`src/debug_pkg.sv`:
```
package debug_pkg;

	localparam int ADDR_W = 8;
	localparam int DATA_W = 16;

	typedef logic [ADDR_W-1:0] reg_addr_t;
	typedef logic [DATA_W-1:0] reg_data_t;

	// Debug chain holds write bit, address and data from the LSB up
	localparam int DBG_WE_BIT = 0;
	localparam int DBG_ADDR_LSB = 1;
	localparam int DBG_DATA_LSB = DBG_ADDR_LSB + ADDR_W;
	localparam int DBG_DR_LEN = DBG_DATA_LSB + DATA_W;

	typedef logic [DBG_DR_LEN-1:0] dbg_dr_t;

	// Config registers start at address 0
	localparam reg_addr_t CFG_BASE = 8'h00;

	// Status words sit from here upward
	localparam reg_addr_t STATUS_BASE = 8'h80;

endpackage

```
`src/jtag_pkg.sv`:
```
package jtag_pkg;

	// IEEE 1149.1 TAP controller states
	typedef enum logic [3:0] {
		TAP_RESET,
		TAP_IDLE,
		TAP_SEL_DR,
		TAP_CAP_DR,
		TAP_SHIFT_DR,
		TAP_EXIT1_DR,
		TAP_PAUSE_DR,
		TAP_EXIT2_DR,
		TAP_UPD_DR,
		TAP_SEL_IR,
		TAP_CAP_IR,
		TAP_SHIFT_IR,
		TAP_EXIT1_IR,
		TAP_PAUSE_IR,
		TAP_EXIT2_IR,
		TAP_UPD_IR
	} tap_state_t;

	localparam int IR_LEN = 4;

	typedef logic [IR_LEN-1:0] ir_t;

	// Instruction codes, anything not listed behaves as BYPASS
	localparam ir_t INSTR_IDCODE = 4'b0001;
	localparam ir_t INSTR_DBG = 4'b1000;
	localparam ir_t INSTR_BYPASS = 4'b1111;

	// Loaded into the IR shifter in Capture-IR, low bits 01 as the standard asks
	localparam ir_t IR_CAPTURE = 4'b0101;

	localparam int IDCODE_LEN = 32;

	typedef logic [IDCODE_LEN-1:0] idcode_t;

endpackage
```
`src/debug_top.sv`:
```
`timescale 1ns/100ps
`default_nettype none

module debug_top #(
	parameter int NUM_CFG = 8,
	parameter int NUM_STAT = 2,
	parameter jtag_pkg::idcode_t IDCODE = 32'h1D4B_0E93
) (
	input wire logic clk,
	input wire logic rst_i,
	input wire logic tck_i,
	input wire logic tms_i,
	input wire logic tdi_i,
	input wire logic trst_n_i,
	output logic tdo_o,
	output logic [NUM_CFG*debug_pkg::DATA_W-1:0] cfg_o,
	input wire logic [NUM_STAT*debug_pkg::DATA_W-1:0] status_i
);
	import jtag_pkg::*;
	import debug_pkg::*;

	logic tck_rise;
	logic tck_fall;
	logic tms_s;
	logic tdi_s;
	logic trst_n_s;

	tap_state_t tap_state;
	ir_t ir;
	logic ir_tdo;
	logic capture_dr;
	logic shift_dr;
	logic update_dr;

	logic req;
	logic we;
	reg_addr_t addr;
	reg_data_t wr_data;
	reg_data_t rd_data;

	jtag_sync u_sync (
		.clk(clk),
		.rst_i(rst_i),
		.tck_i(tck_i),
		.tms_i(tms_i),
		.tdi_i(tdi_i),
		.trst_n_i(trst_n_i),
		.tck_rise_o(tck_rise),
		.tck_fall_o(tck_fall),
		.tms_o(tms_s),
		.tdi_o(tdi_s),
		.trst_n_o(trst_n_s)
	);

	tap_ctrl u_tap (
		.clk(clk),
		.rst_i(rst_i),
		.tck_rise_i(tck_rise),
		.tms_i(tms_s),
		.tdi_i(tdi_s),
		.trst_n_i(trst_n_s),
		.state_o(tap_state),
		.ir_o(ir),
		.ir_tdo_o(ir_tdo),
		.capture_dr_o(capture_dr),
		.shift_dr_o(shift_dr),
		.update_dr_o(update_dr)
	);

	dr_scan #(
		.IDCODE(IDCODE)
	) u_dr (
		.clk(clk),
		.rst_i(rst_i),
		.tck_fall_i(tck_fall),
		.tdi_i(tdi_s),
		.state_i(tap_state),
		.ir_i(ir),
		.ir_tdo_i(ir_tdo),
		.capture_dr_i(capture_dr),
		.shift_dr_i(shift_dr),
		.update_dr_i(update_dr),
		.rd_data_i(rd_data),
		.tdo_o(tdo_o),
		.req_o(req),
		.we_o(we),
		.addr_o(addr),
		.wr_data_o(wr_data)
	);

	cfg_regfile #(
		.NUM_CFG(NUM_CFG),
		.NUM_STAT(NUM_STAT)
	) u_regs (
		.clk(clk),
		.rst_i(rst_i),
		.req_i(req),
		.we_i(we),
		.addr_i(addr),
		.wr_data_i(wr_data),
		.status_i(status_i),
		.rd_data_o(rd_data),
		.cfg_o(cfg_o)
	);

endmodule

`default_nettype wire

```
`src/cfg_regfile.sv`:
```
`timescale 1ns/100ps
`default_nettype none

module cfg_regfile #(
	parameter int NUM_CFG = 8,
	parameter int NUM_STAT = 2
) (
	input wire logic clk,
	input wire logic rst_i,
	input wire logic req_i,
	input wire logic we_i,
	input wire debug_pkg::reg_addr_t addr_i,
	input wire debug_pkg::reg_data_t wr_data_i,
	input wire logic [NUM_STAT*debug_pkg::DATA_W-1:0] status_i,
	output debug_pkg::reg_data_t rd_data_o,
	output logic [NUM_CFG*debug_pkg::DATA_W-1:0] cfg_o
);
	import debug_pkg::*;

	localparam int CFG_IW = (NUM_CFG > 1) ? $clog2(NUM_CFG) : 1;
	localparam int STAT_IW = (NUM_STAT > 1) ? $clog2(NUM_STAT) : 1;

	logic [NUM_CFG-1:0][DATA_W-1:0] cfg_q;
	logic [NUM_STAT-1:0][DATA_W-1:0] stat_w;
	reg_addr_t cfg_off;
	reg_addr_t stat_off;
	logic cfg_hit;
	logic stat_hit;
	logic [CFG_IW-1:0] cfg_idx;
	logic [STAT_IW-1:0] stat_idx;

	assign stat_w = status_i;

	// Address map decode
	assign cfg_off = addr_i - CFG_BASE;
	assign stat_off = addr_i - STATUS_BASE;
	assign cfg_hit = (addr_i >= CFG_BASE) && (int'(cfg_off) < NUM_CFG);
	assign stat_hit = (addr_i >= STATUS_BASE) && (int'(stat_off) < NUM_STAT);
	assign cfg_idx = cfg_off[CFG_IW-1:0];
	assign stat_idx = stat_off[STAT_IW-1:0];

	// Status and unmapped writes are dropped
	always_ff @(posedge clk) begin
		if (rst_i) begin
			cfg_q <= '0;
		end else if (req_i && we_i && cfg_hit) begin
			cfg_q[cfg_idx] <= wr_data_i;
		end
	end

	always_comb begin
		rd_data_o = '0;
		if (cfg_hit) begin
			rd_data_o = cfg_q[cfg_idx];
		end else if (stat_hit) begin
			rd_data_o = stat_w[stat_idx];
		end
	end

	assign cfg_o = cfg_q;

endmodule

`default_nettype wire

```
`src/dr_scan.sv`:
```
`timescale 1ns/100ps
`default_nettype none

module dr_scan #(
	parameter jtag_pkg::idcode_t IDCODE = 32'h1D4B_0E93
) (
	input wire logic clk,
	input wire logic rst_i,
	input wire logic tck_fall_i,
	input wire logic tdi_i,
	input wire jtag_pkg::tap_state_t state_i,
	input wire jtag_pkg::ir_t ir_i,
	input wire logic ir_tdo_i,
	input wire logic capture_dr_i,
	input wire logic shift_dr_i,
	input wire logic update_dr_i,
	input wire debug_pkg::reg_data_t rd_data_i,
	output logic tdo_o,
	output logic req_o,
	output logic we_o,
	output debug_pkg::reg_addr_t addr_o,
	output debug_pkg::reg_data_t wr_data_o
);
	import jtag_pkg::*;
	import debug_pkg::*;

	idcode_t idcode_sr;
	logic bypass_sr;
	dbg_dr_t dbg_sr;
	reg_addr_t addr_q;
	reg_addr_t scan_addr;
	logic sel_idcode;
	logic sel_dbg;
	logic chain_tdo;

	// Undefined codes fall through to BYPASS
	assign sel_idcode = (ir_i == INSTR_IDCODE);
	assign sel_dbg = (ir_i == INSTR_DBG);

	always_ff @(posedge clk) begin
		if (capture_dr_i) begin
			if (sel_idcode) begin
				idcode_sr <= IDCODE;
			end else if (sel_dbg) begin
				// Readback of the address set by the previous scan
				dbg_sr <= {rd_data_i, addr_q, 1'b0};
			end else begin
				bypass_sr <= 1'b0;
			end
		end else if (shift_dr_i) begin
			if (sel_idcode) begin
				idcode_sr <= {tdi_i, idcode_sr[IDCODE_LEN-1:1]};
			end else if (sel_dbg) begin
				dbg_sr <= {tdi_i, dbg_sr[DBG_DR_LEN-1:1]};
			end else begin
				bypass_sr <= tdi_i;
			end
		end
	end

	assign scan_addr = dbg_sr[DBG_ADDR_LSB +: ADDR_W];

	always_ff @(posedge clk) begin
		if (rst_i) begin
			addr_q <= '0;
		end else if (req_o) begin
			addr_q <= scan_addr;
		end
	end

	// Register file sees the scanned address during the request,
	// the latched one otherwise
	assign req_o = update_dr_i && sel_dbg;
	assign we_o = dbg_sr[DBG_WE_BIT];
	assign addr_o = req_o ? scan_addr : addr_q;
	assign wr_data_o = dbg_sr[DBG_DATA_LSB +: DATA_W];

	always_comb begin
		if (sel_idcode) begin
			chain_tdo = idcode_sr[0];
		end else if (sel_dbg) begin
			chain_tdo = dbg_sr[0];
		end else begin
			chain_tdo = bypass_sr;
		end
	end

	// TDO moves on the falling TCK edge, low outside the shift states
	always_ff @(posedge clk) begin
		if (rst_i) begin
			tdo_o <= 1'b0;
		end else if (tck_fall_i) begin
			if (state_i == TAP_SHIFT_IR) begin
				tdo_o <= ir_tdo_i;
			end else if (state_i == TAP_SHIFT_DR) begin
				tdo_o <= chain_tdo;
			end else begin
				tdo_o <= 1'b0;
			end
		end
	end

endmodule

`default_nettype wire

```
`src/tap_ctrl.sv`:
```
`timescale 1ns/100ps
`default_nettype none

module tap_ctrl (
	input wire logic clk,
	input wire logic rst_i,
	input wire logic tck_rise_i,
	input wire logic tms_i,
	input wire logic tdi_i,
	input wire logic trst_n_i,
	output jtag_pkg::tap_state_t state_o,
	output jtag_pkg::ir_t ir_o,
	output logic ir_tdo_o,
	output logic capture_dr_o,
	output logic shift_dr_o,
	output logic update_dr_o
);
	import jtag_pkg::*;

	tap_state_t state_q;
	tap_state_t state_d;
	ir_t ir_sr;
	ir_t ir_q;
	logic tap_rst;

	assign tap_rst = rst_i || !trst_n_i;

	always_comb begin
		unique case (state_q)
			TAP_RESET: state_d = tms_i ? TAP_RESET : TAP_IDLE;
			TAP_IDLE: state_d = tms_i ? TAP_SEL_DR : TAP_IDLE;
			TAP_SEL_DR: state_d = tms_i ? TAP_SEL_IR : TAP_CAP_DR;
			TAP_CAP_DR: state_d = tms_i ? TAP_EXIT1_DR : TAP_SHIFT_DR;
			TAP_SHIFT_DR: state_d = tms_i ? TAP_EXIT1_DR : TAP_SHIFT_DR;
			TAP_EXIT1_DR: state_d = tms_i ? TAP_UPD_DR : TAP_PAUSE_DR;
			TAP_PAUSE_DR: state_d = tms_i ? TAP_EXIT2_DR : TAP_PAUSE_DR;
			TAP_EXIT2_DR: state_d = tms_i ? TAP_UPD_DR : TAP_SHIFT_DR;
			TAP_UPD_DR: state_d = tms_i ? TAP_SEL_DR : TAP_IDLE;
			TAP_SEL_IR: state_d = tms_i ? TAP_RESET : TAP_CAP_IR;
			TAP_CAP_IR: state_d = tms_i ? TAP_EXIT1_IR : TAP_SHIFT_IR;
			TAP_SHIFT_IR: state_d = tms_i ? TAP_EXIT1_IR : TAP_SHIFT_IR;
			TAP_EXIT1_IR: state_d = tms_i ? TAP_UPD_IR : TAP_PAUSE_IR;
			TAP_PAUSE_IR: state_d = tms_i ? TAP_EXIT2_IR : TAP_PAUSE_IR;
			TAP_EXIT2_IR: state_d = tms_i ? TAP_UPD_IR : TAP_SHIFT_IR;
			TAP_UPD_IR: state_d = tms_i ? TAP_SEL_DR : TAP_IDLE;
		endcase
	end

	always_ff @(posedge clk) begin
		if (tap_rst) begin
			state_q <= TAP_RESET;
		end else if (tck_rise_i) begin
			state_q <= state_d;
		end
	end

	// IR shifter, LSB out first
	always_ff @(posedge clk) begin
		if (tck_rise_i) begin
			if (state_q == TAP_CAP_IR) begin
				ir_sr <= IR_CAPTURE;
			end else if (state_q == TAP_SHIFT_IR) begin
				ir_sr <= {tdi_i, ir_sr[IR_LEN-1:1]};
			end
		end
	end

	// New instruction takes effect on entry to Update-IR
	always_ff @(posedge clk) begin
		if (tap_rst || state_q == TAP_RESET) begin
			ir_q <= INSTR_IDCODE;
		end else if (tck_rise_i && state_d == TAP_UPD_IR) begin
			ir_q <= ir_sr;
		end
	end

	// Capture and shift act on the TCK rise leaving the state,
	// update fires as Update-DR is entered
	always_ff @(posedge clk) begin
		if (tap_rst) begin
			capture_dr_o <= 1'b0;
			shift_dr_o <= 1'b0;
			update_dr_o <= 1'b0;
		end else begin
			capture_dr_o <= tck_rise_i && (state_q == TAP_CAP_DR);
			shift_dr_o <= tck_rise_i && (state_q == TAP_SHIFT_DR);
			update_dr_o <= tck_rise_i && (state_d == TAP_UPD_DR);
		end
	end

	assign state_o = state_q;
	assign ir_o = ir_q;
	assign ir_tdo_o = ir_sr[0];

endmodule

`default_nettype wire

```
`src/jtag_sync.sv`:
```
`timescale 1ns/100ps
`default_nettype none

module jtag_sync (
	input wire logic clk,
	input wire logic rst_i,
	input wire logic tck_i,
	input wire logic tms_i,
	input wire logic tdi_i,
	input wire logic trst_n_i,
	output logic tck_rise_o,
	output logic tck_fall_o,
	output logic tms_o,
	output logic tdi_o,
	output logic trst_n_o
);
	localparam int P_TCK = 0;
	localparam int P_TMS = 1;
	localparam int P_TDI = 2;
	localparam int P_TRST = 3;

	// trst_n and tms idle high
	localparam logic [3:0] PIN_IDLE = 4'b1010;

	logic [3:0] pins_meta;
	logic [3:0] pins_sync;
	logic tck_q;

	always_ff @(posedge clk) begin
		if (rst_i) begin
			pins_meta <= PIN_IDLE;
			pins_sync <= PIN_IDLE;
			tck_q <= 1'b0;
			tck_rise_o <= 1'b0;
			tck_fall_o <= 1'b0;
		end else begin
			pins_meta <= {trst_n_i, tdi_i, tms_i, tck_i};
			pins_sync <= pins_meta;
			tck_q <= pins_sync[P_TCK];
			// One clk pulse per TCK edge
			tck_rise_o <= pins_sync[P_TCK] & ~tck_q;
			tck_fall_o <= ~pins_sync[P_TCK] & tck_q;
		end
	end

	assign tms_o = pins_sync[P_TMS];
	assign tdi_o = pins_sync[P_TDI];
	assign trst_n_o = pins_sync[P_TRST];

endmodule

`default_nettype wire

```
`config.mk`:
```
export PLATFORM = sky130hd
export DESIGN_NAME = debug_top
export DESIGN_NICKNAME = d
export VERILOG_FILES = /design/src/debug_pkg.sv /design/src/jtag_pkg.sv /design/src/debug_top.sv /design/src/cfg_regfile.sv /design/src/dr_scan.sv /design/src/tap_ctrl.sv /design/src/jtag_sync.sv
export SDC_FILE = /design/constraint.sdc
export NUM_CORES = 1
export LEC_CHECK = 0
export ABC_AREA = 1
export BUFFER_PORTS_ARGS = -buffer_cell sky130_fd_sc_hd__clkbuf_2
export CAP_MARGIN = 20
export CELL_PAD_IN_SITES_DETAIL_PLACEMENT = 0
export CELL_PAD_IN_SITES_GLOBAL_PLACEMENT = 1
export CORE_AREA = 2 2 168 170
export CTS_BUF_LIST = sky130_fd_sc_hd__clkbuf_8 sky130_fd_sc_hd__clkbuf_16
export CTS_CLUSTER_SIZE = 25
export DETAILED_ROUTE_END_ITERATION = 8
export DIE_AREA = 0 0 170 172
export GPL_TIMING_DRIVEN = 0
export MAX_ROUTING_LAYER = met4
export PLACE_DENSITY_LB_ADDON = 0.08
export SLEW_MARGIN = 20
export SYNTH_ARGS = -nofsm -noshare
export SYNTH_HDL_FRONTEND = slang
export SYNTH_SLANG_ARGS = --single-unit
export TNS_END_PERCENT = 5
```
`constraint.sdc`:
```
create_clock -name clk -period 3 [get_ports clk]
set_input_delay 0.6 -clock clk [delete_from_list [all_inputs] [get_ports clk]]
set_output_delay 0.6 -clock clk [all_outputs]
set_load 0.02 [all_outputs]
```
-- Word-level counts from Yosys, hierarchy flattened
Cells that the tools add are included.
- output and inout bits: 129
- register bits after elaboration: 221
- input bits: 38
- logic and storage cells: 124
- reductions and logical operators: 23
- magnitude comparators: 7
- equal/unequal tests: 19
- add/sub/neg operators: 1
- muxes and demuxes: 44
- bitwise gates (word level): 6
- operators with widths (kind ; count):
    $mux 25 ; 6
    $bwmux 128 ; 1
    $mux 32 ; 4
    $mux 16 ; 6
    $bmux 16 s3 ; 1
    $demux 16 s3 ; 1
    $pmux 4 s12 ; 1
    $eq 4x4->1 const B ; 11
    $mux 4 ; 5
    $eq 4x3->1 const B ; 4
    $mux 1 ; 13
    $logic_and 1x1->1 ; 10
    $eq 4x1->1 const B ; 2
    $eq 4x2->1 const B ; 2
    $ge 8x1->1 const B ; 1
    $ge 8x8->1 const B ; 1
    $lt 8x2->1 const B ; 1
    $lt 8x4->1 const B ; 1
    $mux 8 ; 1
    $sub 8x8->8 const B ; 1
    $mux 2 ; 3
    $mux 3 ; 2
    $reduce_and 3->1 ; 2
    $logic_not 4->1 ; 1
    11 further kinds ; 19

-- Depth between registers and ports, before layout
Gate-level depths: netlist of the first run.
- depth after elaboration: 11
- depth in mapped cells: 15
- mapped depth without buffers: 13

-- By module
A second synthesis of the first run with hierarchy kept.
- cell total of the unflattened synthesis: 1865
- area, all modules: 11987.7 µm²
- by module, submodules not included (module ; cells an instance ; seq. area each (µm²) ; area each (µm²) ; instances):
    cfg_regfile ; 1419 ; 2562.5 ; 7805.0 ; 1
    dr_scan ; 286 ; 1921.8 ; 3002.9 ; 1
    tap_ctrl ; 131 ; 340.3 ; 879.6 ; 1
    jtag_sync ; 29 ; 220.2 ; 300.3 ; 1

-- Worst setup path before layout of the first run
OpenSTA, ideal clock, no wires.
- path type: reg2reg
- from: register u_tap.ir_q[1] (netlist: u_tap.ir_o[1])
- to: register u_dr.idcode_sr[0] (enable)
- library setup time: 0.421 ns
- slack: 0.454 ns
- data arrival time: 2.124 ns
- cell stages (with the launch flop): 5
- data required time: 2.579 ns
- clock period less this slack: 2.546 ns
- buffers on the path: 1
- cell sequence: dfxtp_1 nor2_4 buf_4 nand3_1 nor2_1
- longest elaborated chain between the ends: 2
- ends and longest elaborated chain (what ; RTL line ; RTL):
    start, declared ; tap_ctrl.sv:23 ; ir_t ir_q;
    start signal, assigned ; tap_ctrl.sv:73 ; ir_q <= ir_sr;
    $eq 4x1->1 ; dr_scan.sv:37 ; assign sel_idcode = (ir_i == INSTR_IDCODE);
    $reduce_and 2->1 (no source line) ; -- ;
    end signal, assigned ; dr_scan.sv:52 ; idcode_sr <= {tdi_i, idcode_sr[IDCODE_LEN-1:1]};
    end, declared ; dr_scan.sv:27 ; idcode_t idcode_sr;
Every way passes these cells.
A chain may end at the register's enable or synchronous reset.

-- Final worst setup path of the first run
- from: register u_tap.ir_q[1] (netlist: u_tap.ir_o[1])
- to: register u_dr.dbg_sr[14], data pin
- longest elaborated chain between the ends: 11
- elaborated cells on any way between the ends: 19
- those cells by class: add/sub (1); order compare (4); eq/ne (1); mux (10); reduce/logical (3)
- ends and longest elaborated chain (what ; RTL line ; RTL):
    $eq 4x4->1 * ; dr_scan.sv:38 ; assign sel_dbg = (ir_i == INSTR_DBG);
    $logic_and 1x1->1 * ; dr_scan.sv:73 ; assign req_o = update_dr_i && sel_dbg;
    $mux 8 * ; -- ;
    $sub 8x8->8 ; cfg_regfile.sv:36 ; assign stat_off = addr_i - STATUS_BASE;
    $lt 8x2->1 or $mux 16 (tied branches) ; cfg_regfile.sv:38, cfg_regfile.sv:56 ;
    $logic_and 1x1->1 or $mux 16 (tied branches) ; cfg_regfile.sv:38, cfg_regfile.sv:56 ;
    $mux 16 ; cfg_regfile.sv:55 ; end else if (stat_hit) begin
    $mux 16 * ; cfg_regfile.sv:53 ; if (cfg_hit) begin
    $mux 25 * ; dr_scan.sv:44 ; end else if (sel_dbg) begin
    $mux 25 * ; dr_scan.sv:42 ; if (sel_idcode) begin
    $mux 25 * ; dr_scan.sv:41 ; if (capture_dr_i) begin
    end signal, assigned ; dr_scan.sv:46 ; dbg_sr <= {rd_data_i, addr_q, 1'b0};
    end signal, assigned ; dr_scan.sv:54 ; dbg_sr <= {tdi_i, dbg_sr[DBG_DR_LEN-1:1]};
    end, declared ; dr_scan.sv:29 ; dbg_dr_t dbg_sr;
Mark *: on every way between the ends. The rest lies on a longest branch, timed or not. The select of a mux whose other input is x is not followed.

==> metrics.md, run 1 <==
| Metric | Value |
|---|---|
| Result of the run | finished, final reports clean |
| Unrepaired setup endpoints after global routing | no |
| Syn Nets | 1585 |
| Reg-to-reg setup timing slack | 0.24 ns |
| Die area | 29200 µm² |
| Startpoint types | flop |
| Pre-CTS setup slack | 0.374 ns |
| Crit end category | flop |
| Int Pwr | 4.81 mW |
| Min Tclk post-route | 2.76 ns |
| Nets | 1779 |
| Post_cts resized | 0 |
| Synth top area cells | dfxtp_1 (29%), edfxtp_1 (17%), nand2_1 (17%) |
| Synth Cell Area | 11000 µm² |
| Slew @ Worst Pin | 1.04 ns |
| CTS tree | yes |
| Worst Path Arrival | 3.04 ns |
| CTS buffer count | 25 |
| Clock Sinks | 221 |
| Switching power | 1.40 mW |
| Fill count | 2923 |
| Grt ovf | 0 |
| Netlist cell types | 29 |
| Sw frac | 0.225 |
| ANT cells | 0 |
| DRC viols | 0 |
| DR vias | 10900 |
| Post-Route WL | 41000 µm |
| Max layer used | met4 |
| Clk pwr share | 0.489 |
| Tcrit/Tclk final | 0.919 |
| Global-route wire length before repair | 60900 µm |
| Mapped Cells | 1547 |
| Die height | 172 µm |
| Leak Pwr | 5.87 nW |
| Hold endpoint | u_sync.pins_meta[1] |
| Most common cell after layout, fill and taps aside | nand2_1 |
| Count of hold-fix buffers inserted at cts | 0 |
| Hold Crit Start | tms_i |
| Dpl hpwl | 30000 µm |
| Initial Util | 0.402 |
| Max-capacitance violation count | 0 |
| Final RePlAce weighted congestion | 0.905 |
| Via density | 5.18 |
| Maximum number of pins on one net before global-route repair | 23 |
| Worst R2R End | u_dr.dbg_sr[14] |
| GRT Total Usage | 0.285 |
| Number of global-route vias before repair | 10100 |
| Clk_skew | 0.0231 ns |
| Worst r2r src | u_tap.ir_o[1] |
| WL met3 | 3090 µm |
| CTS Buffer Depth | 3 |
| Synth area leader | dfxtp_1 |
| Register share of total power | 0.493 |
| Critical Path RT | 3.28 ns |
| Critical-path maximum fanout | 10 |
| Final setup viols | 0 |
| Clock latency at the later pin of the worst-skew pair | 0.55 ns |
| Final Worst Setup Slack | 0.244 ns |
| Routed Antenna Nets | 0 |
| Yosys warns | 0 |
| Worst-path clk slew | 0.07 ns |
| Final core occ | 0.479 |
| DP Area | 12400 µm² |
| VDD IR-drop max | 0.000276 V |
| First-pass detailed-route iteration total | 5 |
| Max Fclk | 363 MHz |
| Hold crit path type | input port to flop |
| Clock Tree Root | clkbuf_16 |
| Row Count | 61 |
| Initial antenna violation count | 0 |
| Sequential area share after synthesis | 0.457 |
| Worst Setup Path Type | flop to flop |
| Core box area | 27500 µm² |
| Slew headroom | 0.306 |
| Multi-input logic area | 4690 µm² |
| Drt initial violations | 840 |
| Slew Viols, Final | 0 |
| Comb power frac | 0.018 |
| Post-CTS setup buffers | 0 |
| Seq cells post-synth | 221 |
| Layout area overhead | 19.2% |
| Finished layout cell area | 13200 µm² |
| Wl on met1 | 19600 µm |
| Fin. Hold Viols | 0 |
| Avg Inst Size Synth | 7.13 µm² |
| Avg WL per Cell | 19.5 µm |
| H-tree depth | 1 |
| IO Pins | 167 |
| PD cells | 472 nW/µm² |
| Commonest cells after routing, fill and taps aside | nand2_1 (495), inv_1 (186), clkbuf_2 (165), dfxtp_1 (159), a21oi_1 (134) |
| Layout cells sized above 1 | 0.184 |
| Die X | 170 µm |
| WL met2 | 17200 µm |
| Seq. cell area | 5040 µm² |
| Top-area cell type share of the netlist area | 0.289 |
| Hold depth | 2 |
| Port bufs | 165 |
| R2R depth | 13 |
## worst max-delay path by stage
stage                          to               start  cells past startpoint  slack (ns)
2_1_floorplan   u_dr.idcode_sr[0]       u_tap.ir_o[1]                      4        0.45
3_3_place_gp   u_dr.idcode_sr[16]  u_tap.capture_dr_o                      3       -0.25
3_5_place_dp      u_dr.dbg_sr[16]       u_tap.ir_o[1]                     13        0.37
4_1_cts           u_dr.dbg_sr[16]       u_tap.ir_o[1]                     13        0.34
5_1_grt           u_dr.dbg_sr[17]       u_tap.ir_o[1]                     13        0.11
6_report          u_dr.dbg_sr[14]       u_tap.ir_o[1]                     13        0.24
## cell type report
class,instances,area share
repair buffers,167,0.0670
plain buffers,113,0.0474
multi-input cells,1028,0.356
flip-flops and latches,221,0.384
well taps,346,0.0329
inverters,185,0.0528
clock buffers,26,0.0486
clock inverters,20,0.0116
## metal layers
metal	up-vias	global-route usage
li1	5376	-
met1	5039	0.410
met2	419	0.413
met3	67	0.0469
met4	0	0.0803
met5	-	-
## registers in the layout (all words and copies together) (netlist names)
signal,flops
u_dr.addr_q,8
u_dr.bypass_sr,1
u_dr.dbg_sr,25
u_dr.idcode_sr,32
u_dr.tdo_o,1
u_regs.cfg_o,128
u_sync.pins_meta,4
u_sync.pins_sync,4
u_sync.tck_fall_o,1
u_sync.tck_q,1
u_sync.tck_rise_o,1
u_tap.capture_dr_o,1
u_tap.ir_o,4
u_tap.ir_sr,4
u_tap.shift_dr_o,1
u_tap.state_o,4
u_tap.update_dr_o,1
## Yosys cell counts
cell,count
inv_1,181
nor3_1,3
o2111ai_1,1
o22ai_1,1
o31ai_1,1
buf_2,45
nand4_1,127
o21ai_0,19
a31oi_1,1
nor4_1,2
clkinv_1,3
nand2_1,495
nor2_1,116
o211ai_1,1
buf_8,1
buf_6,12
clkbuf_1,42
nor2_2,8
nor2_4,6
inv_2,1
buf_1,2
edfxtp_1,62
nand3_2,8
buf_4,11
dfxtp_1,159
or2_2,19
nand3_1,81
nand2_2,5
a21oi_1,134
## kinds of logic after synthesis
logic type,count (synthesis),synth area share
flops,221,0.457
compound gates,158,0.0727
simple gates,870,0.351
buf+inv,298,0.119
## critical path, cell delays in order (launching register included)
cell	delay (ns)
dfxtp_1	0.34
nor2_4	0.19
buf_4	0.20
nand4_1	0.11
nand2_2	0.30
buf_4	0.26
buf_2	0.29
nand2_1	0.08
nand3_1	0.16
nand2_1	0.18
nor2_1	0.14
nand2_1	0.07
nand2_1	0.07
nand2_1	0.06
## through the flow
step	setup TNS [ns]	std cells	hold slack [ns]	power [mW]
floorplan	0	1547	0.388	3.18
global placement	-10.65	2058	0.393	3.24
detailed placement	0	2060	0.398	3.24
CTS	0	2106	0.225	6.25
global route	0	2106	0.234	6.37
finish	0	2106	0.236	6.20
## power by group through the flow
stage / logic (mW) / registers [mW] / clock network (mW)
2_1_floorplan: 0.0579 / 3.13 / 0
3_3_place_gp: 0.111 / 3.13 / 0
3_5_place_dp: 0.111 / 3.13 / 0
4_1_cts: 0.113 / 3.06 / 3.07
5_1_grt: 0.125 / 3.06 / 3.19
6_report: 0.112 / 3.06 / 3.03
Power figures use the tool's default switching activity.
==> run 2: changes to the inputs <==
--- a/config.mk
+++ b/config.mk
@@ -16,7 +16,6 @@
 export DETAILED_ROUTE_END_ITERATION = 8
 export DIE_AREA = 0 0 170 172
 export GPL_TIMING_DRIVEN = 0
-export MAX_ROUTING_LAYER = met4
 export PLACE_DENSITY_LB_ADDON = 0.08
 export SLEW_MARGIN = 20
 export SYNTH_ARGS = -nofsm -noshare
==> constraint.sdc (replaced) <==
create_clock -name clk -period 3 [get_ports clk]
set_input_delay 0.15 -clock clk [delete_from_list [all_inputs] [get_ports clk]]
set_output_delay 0.15 -clock clk [all_outputs]
set_load 0.02 [all_outputs]
==> metrics.md, run 2 (synthesized netlist as in run 1, its figures left out) <==
| Metric | Value |
|---|---|
| First-pass detailed-route iteration total | 7 (+2) |
| Max FFs per register | 128 (unchanged) |
| Grt ovf | 0 (unchanged) |
| Drt initial violations | 944 (+12%) |
| Min Tclk post-route | 2.73 ns (-0.0275 ns) |
| Clk_skew | 0.0256 ns (+0.00247 ns) |
| GRT Total Usage | 0.278 (-0.00762) |
| Clock latency at the later pin of the worst-skew pair | 0.55 ns (about the same) |
| DRC viols | 0 (unchanged) |
| Multi-input logic area | 4690 µm² (unchanged) |
| CTS Buffer Depth | 3 (unchanged) |
| Crit end category | flop |
| Fin. Hold Viols | 0 (unchanged) |
| Worst R2R End | u_dr.dbg_sr[14] |
| H-tree depth | 1 (unchanged) |
| CTS buffer count | 25 (unchanged) |
| Hold Crit Start | status_i[27] |
| Most common cell after layout, fill and taps aside | nand2_1 |
| Layout cells sized above 1 | 0.183 (-0.000416) |
| DR vias | 10900 (+0.046%) |
| Commonest cells after routing, fill and taps aside | nand2_1 (495), inv_1 (186), clkbuf_2 (165), dfxtp_1 (159), a21oi_1 (134) |
| Final RePlAce weighted congestion | 0.890 (-1.6%) |
| Initial Util | 0.402 (unchanged) |
| Initial antenna violation count | 0 (unchanged) |
| Max Fclk | 367 MHz (+1.0%) |
| Fill count | 2918 (-0.17%) |
| Slew Viols, Final | 0 (unchanged) |
| DP Area | 12400 µm² (unchanged) |
| Worst-path clk slew | 0.07 ns (about the same) |
| Clock Sinks | 221 (unchanged) |
| Result of the run | finished, final reports clean |
| Row Count | 61 (unchanged) |
| Startpoint types | flop |
| Hold crit path type | input port to flop |
| Finished layout cell area | 13200 µm² (+0.30%) |
| Post-CTS setup buffers | 0 (unchanged) |
| Worst Path Arrival | 3.01 ns (-0.03 ns) |
| Slew @ Worst Pin | 1.05 ns (+0.00769 ns) |
| Nets | 1783 (+0.22%) |
| Worst Setup Path Type | flop to flop |
| VDD IR-drop max | 0.000275 V (-0.43%) |
| Final setup viols | 0 (unchanged) |
| Worst r2r src | u_tap.ir_o[1] |
| Clock Tree Root | clkbuf_16 |
| Reg-to-reg setup timing slack | 0.27 ns (+0.03 ns) |
| Number of global-route vias before repair | 10100 (+0.32%) |
| Hold slack | 0.185 ns (-0.0505 ns) |
| Leak Pwr | 5.89 nW (+0.28%) |
| Die height | 172 µm (unchanged) |
| Critical Path RT | 3.28 ns (about the same) |
| Seq. cell area | 5040 µm² (unchanged) |
| Max-capacitance violation count | 0 (unchanged) |
| Post-Route WL | 41000 µm (+0.14%) |
| Setup TNS | 0 ns (unchanged) |
| IO Pins | 167 (unchanged) |
| PD cells | 471 nW/µm² (-0.19%) |
| Routed Antenna Nets | 0 (unchanged) |
| Avg WL per Cell | 19.4 µm (about the same) |
| Hold endpoint | u_dr.dbg_sr[20] |
| Tcrit/Tclk final | 0.909 (-0.00917) |
| Dpl hpwl | 30000 µm (unchanged) |
| Die area | 29200 µm² (unchanged) |
| Critical-path maximum fanout | 10 (unchanged) |
| ANT cells | 0 (unchanged) |
| R2R depth | 13 (unchanged) |
| Core box area | 27500 µm² (unchanged) |
| Maximum number of pins on one net before global-route repair | 23 (unchanged) |
| Layout area overhead | 19.6% |
| Final core occ | 0.480 (+0.00146) |
| Port bufs | 165 (unchanged) |
| Die X | 170 µm (unchanged) |
| CTS tree | yes |
| Unrepaired setup endpoints after global routing | no |
| Slew headroom | 0.301 (-0.00513) |
| Via density | 5.17 (-0.14%) |
| Hold depth | 7 (+5) |
| Global-route wire length before repair | 61000 µm (about the same) |
## run 2: changes by cell type in the layout (fill, tap and decap cells not counted)
cell and delta:
dlygate4sd3_1 +4
## run 2: worst max-delay path, cell delays in order (launching register included)
cell	delay, ns
dfxtp_1	0.34
nor2_4	0.19
buf_4	0.20
nand4_1	0.11
nand2_2	0.30
buf_4	0.26
buf_2	0.27
nand2_1	0.08
nand3_1	0.16
nand2_1	0.19
nor2_1	0.14
nand2_1	0.07
nand2_1	0.07
nand2_1	0.06
## run 2: where the power goes
group          switching [mW]  internal, mW
Combinational          0.0785        0.0380
Sequential            0.00406          3.06
Clock                    1.32          1.71
Total                    1.40          4.81
## run 2: final cells by class
cell class,count,area share
Multi-Input combinational cell,1028,0.355
Sequential cell,221,0.382
Clock inverter,20,0.0116
Buffer,113,0.0472
Timing Repair Buffer,171,0.0698
Inverter,185,0.0526
Clock buffer,26,0.0485
Tap cell,346,0.0328
## run 2: per-layer routing
metal	vias up	share of wire	track usage
met5	-	0	0
met4	0	0.028	0.0803
met3	74	0.080	0.0478
met2	442	0.42	0.415
met1	5012	0.47	0.410
li1	5378	-	-
## run 2: worst max path at each step
stage,endpoint,start,cells after the start
2_1_floorplan,u_dr.idcode_sr[0],u_tap.ir_o[1],4
3_3_place_gp,u_dr.idcode_sr[16],u_tap.capture_dr_o,3
3_5_place_dp,u_dr.dbg_sr[16],u_tap.ir_o[1],13
4_1_cts,u_dr.dbg_sr[16],u_tap.ir_o[1],13
5_1_grt,u_dr.dbg_sr[17],u_tap.ir_o[1],13
6_report,u_dr.dbg_sr[14],u_tap.ir_o[1],13
## run 2: per-stage QoR
step / power, mW / worst slack [ns] / std cells
2_1_floorplan: 3.18 / 0.454 / 1547
3_3_place_gp: 3.24 / -0.254 / 2058
3_5_place_dp: 3.24 / 0.374 / 2060
4_1_cts: 6.25 / 0.338 / 2110
5_1_grt: 6.38 / 0.113 / 2110
6_report: 6.21 / 0.272 / 2110
## run 2: timing repair
| item | in CTS | in global routing |
|---|---|---|
| hold endpoints to repair | 4 | 0 |
| gates resized for setup | 0 | 0 |
| hold buffers | 4 | 0 |
| setup endpoints to repair | 0 | 0 |
